**src/source/cache_slice_pkg.sv**
```systemverilog
package cache_slice_pkg;

  // ######################################################################
  // geometry
  // ######################################################################
  localparam int PADDR_WIDTH = 32;
  localparam int DWORD_WIDTH = 64;
  localparam int BLOCK_WORDS = 4;
  localparam int SETS        = 16;

  localparam int BLOCK_WIDTH = BLOCK_WORDS * DWORD_WIDTH;
  localparam int BYTE_BITS   = $clog2(DWORD_WIDTH / 8);  // byte within dword.
  localparam int WORD_BITS   = $clog2(BLOCK_WORDS);      // dword within block.
  localparam int OFFSET_BITS = BYTE_BITS + WORD_BITS;
  localparam int INDEX_BITS  = $clog2(SETS);
  localparam int TAG_BITS    = PADDR_WIDTH - INDEX_BITS - OFFSET_BITS;

  typedef logic [PADDR_WIDTH-1:0] paddr_t;
  typedef logic [DWORD_WIDTH-1:0] dword_t;
  typedef logic [1:0]             msg_type_t;
  typedef logic [2:0]             msg_size_t;
  typedef logic [TAG_BITS-1:0]    tag_t;
  typedef logic [INDEX_BITS-1:0]  index_t;
  typedef logic [WORD_BITS-1:0]   word_sel_t;
  typedef logic [0:0]             cache_op_t;

  // ######################################################################
  // message codes
  // ######################################################################
  localparam msg_type_t MSG_RD = 2'b00;
  localparam msg_type_t MSG_WR = 2'b01;

  localparam cache_op_t OP_LOAD  = 1'b0;
  localparam cache_op_t OP_STORE = 1'b1;

  // size code from block width, 8 bytes is the floor.
  localparam msg_size_t BLOCK_SIZE_CODE =
    (BLOCK_WIDTH == 1024) ? 3'b111 :
    (BLOCK_WIDTH == 512)  ? 3'b110 :
    (BLOCK_WIDTH == 256)  ? 3'b101 :
    (BLOCK_WIDTH == 128)  ? 3'b100 :
                            3'b011;

endpackage

```
**src/source/cache_slice.sv**
```systemverilog
`timescale 1ns/10ps

module cache_slice
  import cache_slice_pkg::*;
(
  input  logic      clk_i,
  input  logic      arst_n_i,

  input  msg_type_t mem_cmd_type_i,
  input  paddr_t    mem_cmd_addr_i,
  input  dword_t    mem_cmd_data_i,
  input  logic      mem_cmd_v_i,
  output logic      mem_cmd_ready_o,

  output msg_type_t mem_resp_type_o,
  output paddr_t    mem_resp_addr_o,
  output dword_t    mem_resp_data_o,
  output logic      mem_resp_v_o,
  input  logic      mem_resp_yumi_i,

  output msg_type_t mem_cmd_header_type_o,
  output msg_size_t mem_cmd_header_size_o,
  output paddr_t    mem_cmd_header_addr_o,
  output logic      mem_cmd_header_v_o,
  input  logic      mem_cmd_header_yumi_i,

  output dword_t    mem_cmd_data_o,
  output logic      mem_cmd_data_v_o,
  input  logic      mem_cmd_data_yumi_i,

  input  msg_type_t mem_resp_header_type_i,
  input  paddr_t    mem_resp_header_addr_i,
  input  logic      mem_resp_header_v_i,
  output logic      mem_resp_header_ready_o,

  input  dword_t    mem_resp_data_i,
  input  logic      mem_resp_data_v_i,
  output logic      mem_resp_data_ready_o
);

  cache_op_t cache_op;
  paddr_t    cache_addr;
  dword_t    cache_data;
  logic      cache_pkt_v, cache_pkt_ready;
  dword_t    cache_rdata;
  logic      cache_data_v, cache_data_yumi;
  logic      dma_write_not_read;
  paddr_t    dma_addr;
  logic      dma_pkt_v, dma_pkt_yumi;
  logic      unused_resp_hdr;

  mem_cmd_to_cache u_cmd_to_cache (
    .clk_i             (clk_i),
    .arst_n_i          (arst_n_i),
    .mem_cmd_type_i    (mem_cmd_type_i),
    .mem_cmd_addr_i    (mem_cmd_addr_i),
    .mem_cmd_data_i    (mem_cmd_data_i),
    .mem_cmd_v_i       (mem_cmd_v_i),
    .mem_cmd_ready_o   (mem_cmd_ready_o),
    .mem_resp_type_o   (mem_resp_type_o),
    .mem_resp_addr_o   (mem_resp_addr_o),
    .mem_resp_data_o   (mem_resp_data_o),
    .mem_resp_v_o      (mem_resp_v_o),
    .mem_resp_yumi_i   (mem_resp_yumi_i),
    .cache_op_o        (cache_op),
    .cache_addr_o      (cache_addr),
    .cache_data_o      (cache_data),
    .cache_pkt_v_o     (cache_pkt_v),
    .cache_pkt_ready_i (cache_pkt_ready),
    .cache_rdata_i     (cache_rdata),
    .cache_data_v_i    (cache_data_v),
    .cache_data_yumi_o (cache_data_yumi)
  );

  slice_cache u_cache (
    .clk_i                (clk_i),
    .arst_n_i             (arst_n_i),
    .cache_op_i           (cache_op),
    .cache_addr_i         (cache_addr),
    .cache_data_i         (cache_data),
    .cache_pkt_v_i        (cache_pkt_v),
    .cache_pkt_ready_o    (cache_pkt_ready),
    .cache_rdata_o        (cache_rdata),
    .cache_data_v_o       (cache_data_v),
    .cache_data_yumi_i    (cache_data_yumi),
    .dma_write_not_read_o (dma_write_not_read),
    .dma_addr_o           (dma_addr),
    .dma_pkt_v_o          (dma_pkt_v),
    .dma_pkt_yumi_i       (dma_pkt_yumi),
    .dma_wdata_o          (mem_cmd_data_o),
    .dma_wdata_v_o        (mem_cmd_data_v_o),
    .dma_wdata_yumi_i     (mem_cmd_data_yumi_i),
    .dma_rdata_i          (mem_resp_data_i),
    .dma_rdata_v_i        (mem_resp_data_v_i),
    .dma_rdata_ready_o    (mem_resp_data_ready_o)
  );

  // ######################################################################
  // dma request to memory command header
  // ######################################################################
  assign mem_cmd_header_type_o = dma_write_not_read ? MSG_WR : MSG_RD;
  assign mem_cmd_header_size_o = BLOCK_SIZE_CODE;  // always a whole block.
  assign mem_cmd_header_addr_o = dma_addr;
  assign mem_cmd_header_v_o    = dma_pkt_v;
  assign dma_pkt_yumi          = mem_cmd_header_yumi_i;

  // cache is already waiting for the beats whenever a response header shows up,
  // and the protocol has no unsolicited responses.
  assign mem_resp_header_ready_o = 1'b1;
  assign unused_resp_hdr = ^{mem_resp_header_type_i, mem_resp_header_addr_i, mem_resp_header_v_i};

endmodule

```
**src/source/mem_cmd_to_cache.sv**
```systemverilog
`timescale 1ns/10ps

module mem_cmd_to_cache
  import cache_slice_pkg::*;
(
  input  logic      clk_i,
  input  logic      arst_n_i,

  input  msg_type_t mem_cmd_type_i,
  input  paddr_t    mem_cmd_addr_i,
  input  dword_t    mem_cmd_data_i,
  input  logic      mem_cmd_v_i,
  output logic      mem_cmd_ready_o,

  output msg_type_t mem_resp_type_o,
  output paddr_t    mem_resp_addr_o,
  output dword_t    mem_resp_data_o,
  output logic      mem_resp_v_o,
  input  logic      mem_resp_yumi_i,

  output cache_op_t cache_op_o,
  output paddr_t    cache_addr_o,
  output dword_t    cache_data_o,
  output logic      cache_pkt_v_o,
  input  logic      cache_pkt_ready_i,

  input  dword_t    cache_rdata_i,
  input  logic      cache_data_v_i,
  output logic      cache_data_yumi_o
);

  typedef enum logic [1:0] {S_IDLE, S_ISSUE, S_RESPOND} state_e;

  state_e    state_q, state_d;
  logic      pkt_sent_q, pkt_sent_d;  // packet taken by cache.
  msg_type_t cmd_type_q;
  paddr_t    cmd_addr_q;
  dword_t    cmd_data_q;
  dword_t    resp_data_q;

  assign mem_cmd_ready_o   = (state_q == S_IDLE);
  assign cache_pkt_v_o     = (state_q == S_ISSUE) && !pkt_sent_q;
  assign cache_data_yumi_o = (state_q == S_ISSUE) && pkt_sent_q && cache_data_v_i;

  assign cache_op_o   = (cmd_type_q == MSG_WR) ? OP_STORE : OP_LOAD;
  assign cache_addr_o = cmd_addr_q;
  assign cache_data_o = cmd_data_q;

  assign mem_resp_v_o    = (state_q == S_RESPOND);
  assign mem_resp_type_o = cmd_type_q;  // echo of the command.
  assign mem_resp_addr_o = cmd_addr_q;
  assign mem_resp_data_o = resp_data_q;

  always_comb begin
    state_d    = state_q;
    pkt_sent_d = pkt_sent_q;
    unique case (state_q)
      S_IDLE: begin
        if (mem_cmd_v_i) begin
          state_d    = S_ISSUE;
          pkt_sent_d = 1'b0;
        end
      end
      S_ISSUE: begin
        if (cache_pkt_v_o && cache_pkt_ready_i) pkt_sent_d = 1'b1;
        if (cache_data_yumi_o) state_d = S_RESPOND;
      end
      S_RESPOND: if (mem_resp_yumi_i) state_d = S_IDLE;
      default:   state_d = S_IDLE;
    endcase
  end

  always_ff @(posedge clk_i or negedge arst_n_i) begin
    if (!arst_n_i) begin
      state_q    <= S_IDLE;
      pkt_sent_q <= 1'b0;
    end else begin
      state_q    <= state_d;
      pkt_sent_q <= pkt_sent_d;
    end
  end

  always_ff @(posedge clk_i) begin
    if (mem_cmd_v_i && mem_cmd_ready_o) begin
      cmd_type_q <= mem_cmd_type_i;
      cmd_addr_q <= mem_cmd_addr_i;
      cmd_data_q <= mem_cmd_data_i;
    end
    if (cache_data_yumi_o) resp_data_q <= (cmd_type_q == MSG_RD) ? cache_rdata_i : '0;
  end

  // response held until taken.
  assert property (@(posedge clk_i) disable iff (!arst_n_i)
    (mem_resp_v_o && !mem_resp_yumi_i) |=> (mem_resp_v_o && $stable(mem_resp_type_o)
      && $stable(mem_resp_addr_o) && $stable(mem_resp_data_o)));

endmodule

```
**src/source/slice_cache.sv**
```systemverilog
`timescale 1ns/10ps

module slice_cache
  import cache_slice_pkg::*;
(
  input  logic      clk_i,
  input  logic      arst_n_i,

  input  cache_op_t cache_op_i,
  input  paddr_t    cache_addr_i,
  input  dword_t    cache_data_i,
  input  logic      cache_pkt_v_i,
  output logic      cache_pkt_ready_o,

  output dword_t    cache_rdata_o,
  output logic      cache_data_v_o,
  input  logic      cache_data_yumi_i,

  output logic      dma_write_not_read_o,
  output paddr_t    dma_addr_o,
  output logic      dma_pkt_v_o,
  input  logic      dma_pkt_yumi_i,

  output dword_t    dma_wdata_o,
  output logic      dma_wdata_v_o,
  input  logic      dma_wdata_yumi_i,

  input  dword_t    dma_rdata_i,
  input  logic      dma_rdata_v_i,
  output logic      dma_rdata_ready_o
);

  typedef enum logic [2:0] {
    S_IDLE, S_LOOKUP, S_EVICT_HDR, S_EVICT_DATA, S_FILL_HDR, S_FILL_DATA, S_DONE
  } state_e;

  // ######################################################################
  // arrays and request
  // ######################################################################
  logic [SETS-1:0] valid_q;
  logic [SETS-1:0] dirty_q;
  tag_t            tag_mem  [SETS];
  dword_t          data_mem [SETS][BLOCK_WORDS];

  state_e    state_q, state_d;
  word_sel_t beat_q;
  cache_op_t req_op_q;
  paddr_t    req_addr_q;
  dword_t    req_data_q;

  tag_t      req_tag;
  index_t    idx;
  word_sel_t word;
  logic      hit, last_beat, data_fire, store_fire, fill_fire, evict_fire;

  assign req_tag = req_addr_q[PADDR_WIDTH-1 -: TAG_BITS];
  assign idx     = req_addr_q[OFFSET_BITS +: INDEX_BITS];
  assign word    = req_addr_q[BYTE_BITS +: WORD_BITS];
  assign hit     = valid_q[idx] && (tag_mem[idx] == req_tag);

  assign last_beat  = (beat_q == word_sel_t'(BLOCK_WORDS - 1));
  assign data_fire  = cache_data_v_o && cache_data_yumi_i;
  assign store_fire = data_fire && (req_op_q == OP_STORE);
  assign fill_fire  = dma_rdata_v_i && dma_rdata_ready_o;
  assign evict_fire = dma_wdata_v_o && dma_wdata_yumi_i;

  // ######################################################################
  // handshakes
  // ######################################################################
  assign cache_pkt_ready_o = (state_q == S_IDLE);
  assign cache_data_v_o    = ((state_q == S_LOOKUP) && hit) || (state_q == S_DONE);
  assign cache_rdata_o     = data_mem[idx][word];

  assign dma_pkt_v_o          = (state_q == S_EVICT_HDR) || (state_q == S_FILL_HDR);
  assign dma_write_not_read_o = (state_q == S_EVICT_HDR);
  assign dma_addr_o = (state_q == S_EVICT_HDR)
                    ? {tag_mem[idx], idx, {OFFSET_BITS{1'b0}}}  // victim block.
                    : {req_tag, idx, {OFFSET_BITS{1'b0}}};

  assign dma_wdata_v_o     = (state_q == S_EVICT_DATA);
  assign dma_wdata_o       = data_mem[idx][beat_q];
  assign dma_rdata_ready_o = (state_q == S_FILL_DATA);

  always_comb begin
    state_d = state_q;
    unique case (state_q)
      S_IDLE: if (cache_pkt_v_i) state_d = S_LOOKUP;
      S_LOOKUP: begin
        if (hit) begin
          if (cache_data_yumi_i) state_d = S_IDLE;
        end else if (valid_q[idx] && dirty_q[idx]) begin
          state_d = S_EVICT_HDR;
        end else begin
          state_d = S_FILL_HDR;
        end
      end
      S_EVICT_HDR:  if (dma_pkt_yumi_i) state_d = S_EVICT_DATA;
      S_EVICT_DATA: if (evict_fire && last_beat) state_d = S_FILL_HDR;
      S_FILL_HDR:   if (dma_pkt_yumi_i) state_d = S_FILL_DATA;
      S_FILL_DATA:  if (fill_fire && last_beat) state_d = S_DONE;
      S_DONE:       if (cache_data_yumi_i) state_d = S_IDLE;
      default:      state_d = S_IDLE;
    endcase
  end

  always_ff @(posedge clk_i or negedge arst_n_i) begin
    if (!arst_n_i) begin
      state_q <= S_IDLE;
      beat_q  <= '0;
      valid_q <= '0;
      dirty_q <= '0;
    end else begin
      state_q <= state_d;
      if (evict_fire || fill_fire) beat_q <= beat_q + 1'b1;  // wraps after last beat.
      if (fill_fire && last_beat) begin
        valid_q[idx] <= 1'b1;
        dirty_q[idx] <= 1'b0;
      end
      if (store_fire) dirty_q[idx] <= 1'b1;
    end
  end

  always_ff @(posedge clk_i) begin
    if (cache_pkt_v_i && cache_pkt_ready_o) begin
      req_op_q   <= cache_op_i;
      req_addr_q <= cache_addr_i;
      req_data_q <= cache_data_i;
    end
    if (fill_fire) data_mem[idx][beat_q] <= dma_rdata_i;
    if (fill_fire && last_beat) tag_mem[idx] <= req_tag;
    if (store_fire) data_mem[idx][word] <= req_data_q;
  end

  // beats of each block start at offset zero.
  assert property (@(posedge clk_i) disable iff (!arst_n_i)
    dma_pkt_v_o |-> (beat_q == '0));

  // memory only sends beats after a read header.
  assert property (@(posedge clk_i) disable iff (!arst_n_i)
    dma_rdata_v_i |-> (state_q == S_FILL_DATA));

endmodule

```
**config.mk**
```make
export PLATFORM = sky130hd
export DESIGN_NAME = cache_slice
export DESIGN_NICKNAME = d
export VERILOG_FILES = /design/src/source/cache_slice_pkg.sv /design/src/source/cache_slice.sv /design/src/source/mem_cmd_to_cache.sv /design/src/source/slice_cache.sv
export SDC_FILE = /design/constraint.sdc
export NUM_CORES = 2
export LEC_CHECK = 0
export BUFFER_PORTS_ARGS = -buffer_cell sky130_fd_sc_hd__buf_2
export CAP_MARGIN = 40
export CORE_MARGIN = 3
export CORE_UTILIZATION = 45
export DETAILED_ROUTE_END_ITERATION = 16
export GPL_ROUTABILITY_DRIVEN = 1
export PLACE_DENSITY = 0.57
export SYNTH_ARGS = -nofsm -noshare
export SYNTH_HDL_FRONTEND = slang
export SYNTH_MEMORY_MAX_BITS = 65536
export SYNTH_SLANG_ARGS = --single-unit
```
**constraint.sdc**
```tcl
create_clock -name clk_i -period 11.3 [get_ports clk_i]
set_clock_uncertainty 0.05 [all_clocks]
set_input_delay 2.26 -clock clk_i [delete_from_list [all_inputs] [get_ports clk_i]]
set_output_delay 2.26 -clock clk_i [all_outputs]
set_load 0.02 [all_outputs]
```
* After elaboration in Yosys (flattened, before gate mapping)
Memories as Yosys holds them, arrays and structs flattened. A register that Yosys moved wholly into a read port is not among the register bits.
Cells that the tools add are included.
** Word-level totals
- Input port bits :: 204
- Memories kept :: 2
- Register bits after elaboration :: 299
- Word-level logic and storage cells :: 633
- RAM bits :: 4464
** Memories
- u_cache.data_mem :: words 16, width 256, rd ports 1, clocked after memory_dff 1, write ports 1, RTL line slice_cache.sv:43 : dword_t data_mem [SETS][BLOCK_WORDS];
- u_cache.tag_mem :: words 16, width 23, rd ports 1, clocked after memory_dff 1, write ports 1, RTL line slice_cache.sv:42 : tag_t tag_mem [SETS];
** Cells by class
- Multiplexer cells :: 301
- $add $sub $neg :: 1
- $lt $le $gt $ge :: 6
- Bitwise gates (word level) :: 262
- Eq/ne operators :: 20
- Reduce and logical (&&, ||, !) cells :: 28
** Operators by type and width (number)
- 256-bit two-way mux :: 2
- 64-bit two-way mux :: 6
- 1-bit two-way mux :: 267
- 64-bit binary-select mux with 2-bit select :: 2
- 64-bit demux with 2-bit select :: 2
- 1-bit OR :: 256
- 16-bit two-way mux :: 2
- 32-bit two-way mux :: 1
- 16-bit OR :: 2
- 3-bit two-way mux :: 8
- 23-bit == test :: 1
- 3-bit case mux with 7 select lines :: 1
- 1-bit logical AND :: 17
- 16-bit AND :: 1
- 16-bit inverter :: 1
- 2-bit inequality test, second input constant :: 5
- 3-bit == test, second input constant :: 3
- 1-bit binary-select mux with 4-bit select :: 2
- 4-bit two-way mux :: 2
- 2-bit by 1-bit inequality test with 1-bit output, second input constant :: 4
- 3-bit by 2-bit == test with 1-bit output, second input constant :: 2
- 3-bit >= comparator, second input constant :: 2
- 3-bit by 1-bit < comparator with 1-bit output, second input constant :: 2
- 2-bit two-way mux :: 3
- 17 further kinds :: 24

* Logic depth before layout (Yosys ltp)
- Word-level depth :: 11
- Depth in mapped cells :: 15
- Mapped depth without buffers :: 8

* Cells and area by module
From an unflattened synthesis, not the netlist that was laid out.
** Second synthesis, totals
- Cell total of the unflattened synthesis :: 7955
- Area total of the unflattened synthesis :: 186371.2 um^2
** Modules (own cells, without submodules)
- slice_cache :: area an instance 180580.7 um^2, seq. area each 137877.2 um^2, cells an instance 7662, instances 1
- mem_cmd_to_cache :: area an instance 5738.0 um^2, seq. area each 4939.7 um^2, cells an instance 285, instances 1
- cache_slice :: area an instance 52.6 um^2, seq. area each 0.0 um^2, cells an instance 8, instances 1

* Least setup slack after synthesis
No wires, ideal clock.
- Kind :: input -> register
- Start :: input port mem_resp_data_v_i
- End :: memory u_cache.data_mem[0][0] in the netlist's numbering (enable)
- Stages :: 5
- Required time :: 10743 ps
- Arrival :: 6098 ps
- Setup time :: 507 ps
- Setup slack :: 4645 ps
- Path buffers :: 2
- Cell sequence :: and2_1 nand2_1 clkbuf_1 clkbuf_1 a21oi_1
** On the way
- Word-level cells in the longest chain between the ends :: 4
** Ends and longest elaborated chain
- start: declaration :: RTL line cache_slice.sv:37 : input logic mem_resp_data_v_i,
- 1-bit logical AND :: RTL line slice_cache.sv:64 : assign fill_fire = dma_rdata_v_i && dma_rdata_ready_o;
- 1-bit two-way mux :: RTL line slice_cache.sv:129 : if (fill_fire) data_mem[idx][beat_q] <= dma_rdata_i;
- 256-bit two-way mux (not written as such) :: RTL line slice_cache.sv:129
- 1-bit OR (no source line)
- end: declaration :: RTL line slice_cache.sv:43
Every way passes these cells.

==> flow_summary.ini <==
[floorplan]
io_pins = 409
die_w_um = 647
rows = 234
core_area_um2 = 408000
die_h_um = 647
dieArea_um2 = 419000
start_util_pct = 45.4

[power_and_ir_drop]
p_leak_nw = 65.9
netSwitchingPower_mw = 12.9
power.density_nw_per_um2 = 218
pwr-share-seq_pct = 43.8
combPwrFrac_pct = 23.0
p_clk_share_pct = 33.2
ir_drop_mv = 0.173
sw_frac_of_total_pct = 27.9
p_int_mw = 33.3

[drt]
firstDrtPassIters = 5
drt_iter0_markers = 10996
wl_mm = 534
ant_nets = 0
drc_errors = 0
avgViaCountPerCell = 6.25
wl_per_cell_um = 37.7
vias = 88501

[clocking]
clkSlewWorstSetupHoldPaths_ps = 60
htreeDepth = 5
clk_latency_ps = 990
cts_tree = built
holdBufCountCts = 0
cts-root-buf = clkbuf_16
cts_buffer_depth = 4
cts_sinks = 4764
cts_resized = 0
cts_made_buffers = 485
postCtsSetupBuffers = 0

[place]
gp_congestion = 0.760
portBuffers = 363
hpwl_mm = 305

[logic_synthesis]
async_flop_share_pct = 0.840
synth_area_um2 = 185000
yosysMostFrequentCell = edfxtp_1
netlist.area_leader.share_pct = 76.6
synth-edff-count = 4720
synth_top_area_cell = edfxtp_1
yosys-top-cells-area = edfxtp_1, mux4_2, mux2_2
avgSynthCellArea_um2 = 24.5
ys_types = 63
synthCells = 7558
ys_ff_latch = 4764
yosys-top-cells-count = edfxtp_1, mux4_2, mux2_2
synth_ff_type = edfxtp_1
ys_warn_count = 0
synth-seq-area-share_pct = 77.2

[final_layout]
nets = 8505
area_growth_pct = 14.3
drive_above_1_share_pct = 36.8
utilization_pct = 51.9

[global_route]
grt_start_max_net_pins = 142
grt_overflow = 0
grt_pass1_vias = 89053
grt_pass1_wl_mm = 732
antenna_found_initial = 34
gr-usage-all-layers_pct = 25.4

[critical_path]
required_ps = 8990
end_kind = output port
worstSetupPathType = reg2out
critPathMaxFanout = 100
reg2reg_depth = 12
r2r_slack_ps = 4250
rr_endpoint = u_cache.data_mem[14][9]
critPathLaunchType = flip-flop
cp_data_arrival_time_ps = 5790

[min_path]
hold_path_class = reg2reg
hold_depth = 0
hold_start = u_cmd_to_cache.cache_data_o[58]
min_to = u_cache.req_data_q[58]

[timing]
finalHoldViolCount = 0
rsz0062_at_grt = false
fin_crit_ps = 8100
period_share_pct = 71.6
drv_slew = 0
max_slew_margin_pct = 24.2
tns_ps = 0
setup-violations-final = 0
fmax_mhz = 124
worstMarginPinSlew_ps = 1140

[outcome]
status = finished, final reports clean

[run]
cap_violations = 0
==> flip-flops by register name, indices dropped and copies added, names as in the netlist, named ones only <==
register	flops
u_cache.data_mem	4096
u_cache.tag_mem	368
u_cache.req_data_q	64
u_cmd_to_cache.cache_data_o	64
u_cmd_to_cache.mem_resp_data_o	64
u_cmd_to_cache.cache_addr_o	32
u_cache.req_addr_q	29
u_cache.valid_q	16
u_cache.state_q	3
u_cache.beat_q	2
u_cmd_to_cache.mem_resp_type_o	2
u_cmd_to_cache.state_q	2
u_cache.dirty_q	1
u_cache.req_op_q	1
u_cmd_to_cache.pkt_sent_q	1
==> through the flow <==
step	total power [mW]	setup WS [ps]	cells	hold WS, ps	cell area (um^2)
after floorplan	27.4	4640	7566	350	185000
after global placement	31.2	4140	13168	352	195000
after detailed placement	31.4	4130	13238	355	196000
after CTS	46.6	3060	14134	361	211000
after global routing	47.7	2840	14144	370	211000
final	46.1	3200	14152	358	212000
==> how the worst max path moves through the flow <==
stage / to / from / slack [ps] / depth (start not counted)
after floorplan: u_cache.data_mem[0][0] / mem_resp_data_v_i / 4640 / 5
after global placement: mem_cmd_data_o[32] / flip-flop / 4140 / 7
after detailed placement: mem_cmd_data_o[32] / flip-flop / 4130 / 7
after CTS: mem_cmd_data_o[32] / flip-flop / 3060 / 7
after global routing: mem_cmd_data_o[32] / flip-flop / 2840 / 7
final: mem_cmd_data_o[32] / flip-flop / 3200 / 7
==> placed cells by master (no fill, tap or decap), types with 8 or more instances in the layout <==
master,count
a21oi_4,65
o22ai_1,9
nand2b_1,8
o211ai_1,17
buf_12,68
a21oi_1,8
xnor2_1,9
conb_1,10
xor2_1,14
mux2_2,269
or2_2,17
buf_4,213
buf_16,27
a22oi_1,16
mux4_2,1482
nand3_1,24
clkinv_2,102
a22o_1,8
o21ai_0,42
inv_1,9
nor2_1,26
mux2i_1,56
nand2_1,67
diode_2,18
edfxtp_1,4720
buf_2,363
nor2b_1,80
dfrtp_1,39
clkinvlp_4,9
or3_1,10
clkbuf_16,488
nor2_2,17
bufinv_16,31
clkbuf_1,112
clkinv_1,124
nor3_1,14
mux2_1,20
inv_6,11
==> power groups by stage <==
stage | clock, mW | combinational (mW) | sequential (mW)
after floorplan | 0 | 7.01 | 20.4
after global placement | 0 | 10.6 | 20.6
after detailed placement | 0 | 10.8 | 20.6
after CTS | 15.6 | 10.8 | 20.2
after global routing | 16.3 | 11.1 | 20.3
final | 15.3 | 10.6 | 20.2
==> kinds of logic (layout without fill, tap and decap cells) <==
kind of cell             count (synthesis)  after routing  synth area share [%]
AO/OA/AOI/OAI                          204            204                 0.716
XOR/XNOR                                23             23                 0.109
adder cells (fa/ha/maj)                  4              4                0.0270
buffers and inverters                  443           1583                  1.05
flip-flops                            4764           4764                  77.2
multiplexers                          1827           1827                  20.1
other                                    2             28               0.00406
AND/OR/NAND/NOR                        291            291                 0.826
==> critical path, stage by stage, from the launching register on <==
cell and delay, ps:
dfxtp_4 700, buf_12 550, buf_12 630, buf_4 570, mux4_2 580, mux4_2 540
mux4_2 600, buf_2 210
==> final cells by class <==
| class | count | area [um^2] |
|---|---|---|
| diodes | 18 | 45.0 |
| clock buffers | 603 | 12700 |
| clock inverters | 293 | 2410 |
| fillers | 31267 | 196000 |
| inverters | 13 | 66.3 |
| multi-input cells | 2359 | 41100 |
| flip-flops and latches | 4764 | 143000 |
| well taps | 5428 | 6790 |
| repair buffers | 674 | 5560 |
==> per-layer routing <==
layer	wire length [um]	track usage [%]	vias up	share of wire [%]
met1	213000	35.6	49458	40
li1	-	-	34329	-
met5	93	0	-	0.017
met2	264000	41.7	3953	49
met4	16600	7.30	14	3.1
met3	40200	3.82	747	7.5
(Power assumes the default switching activity.)
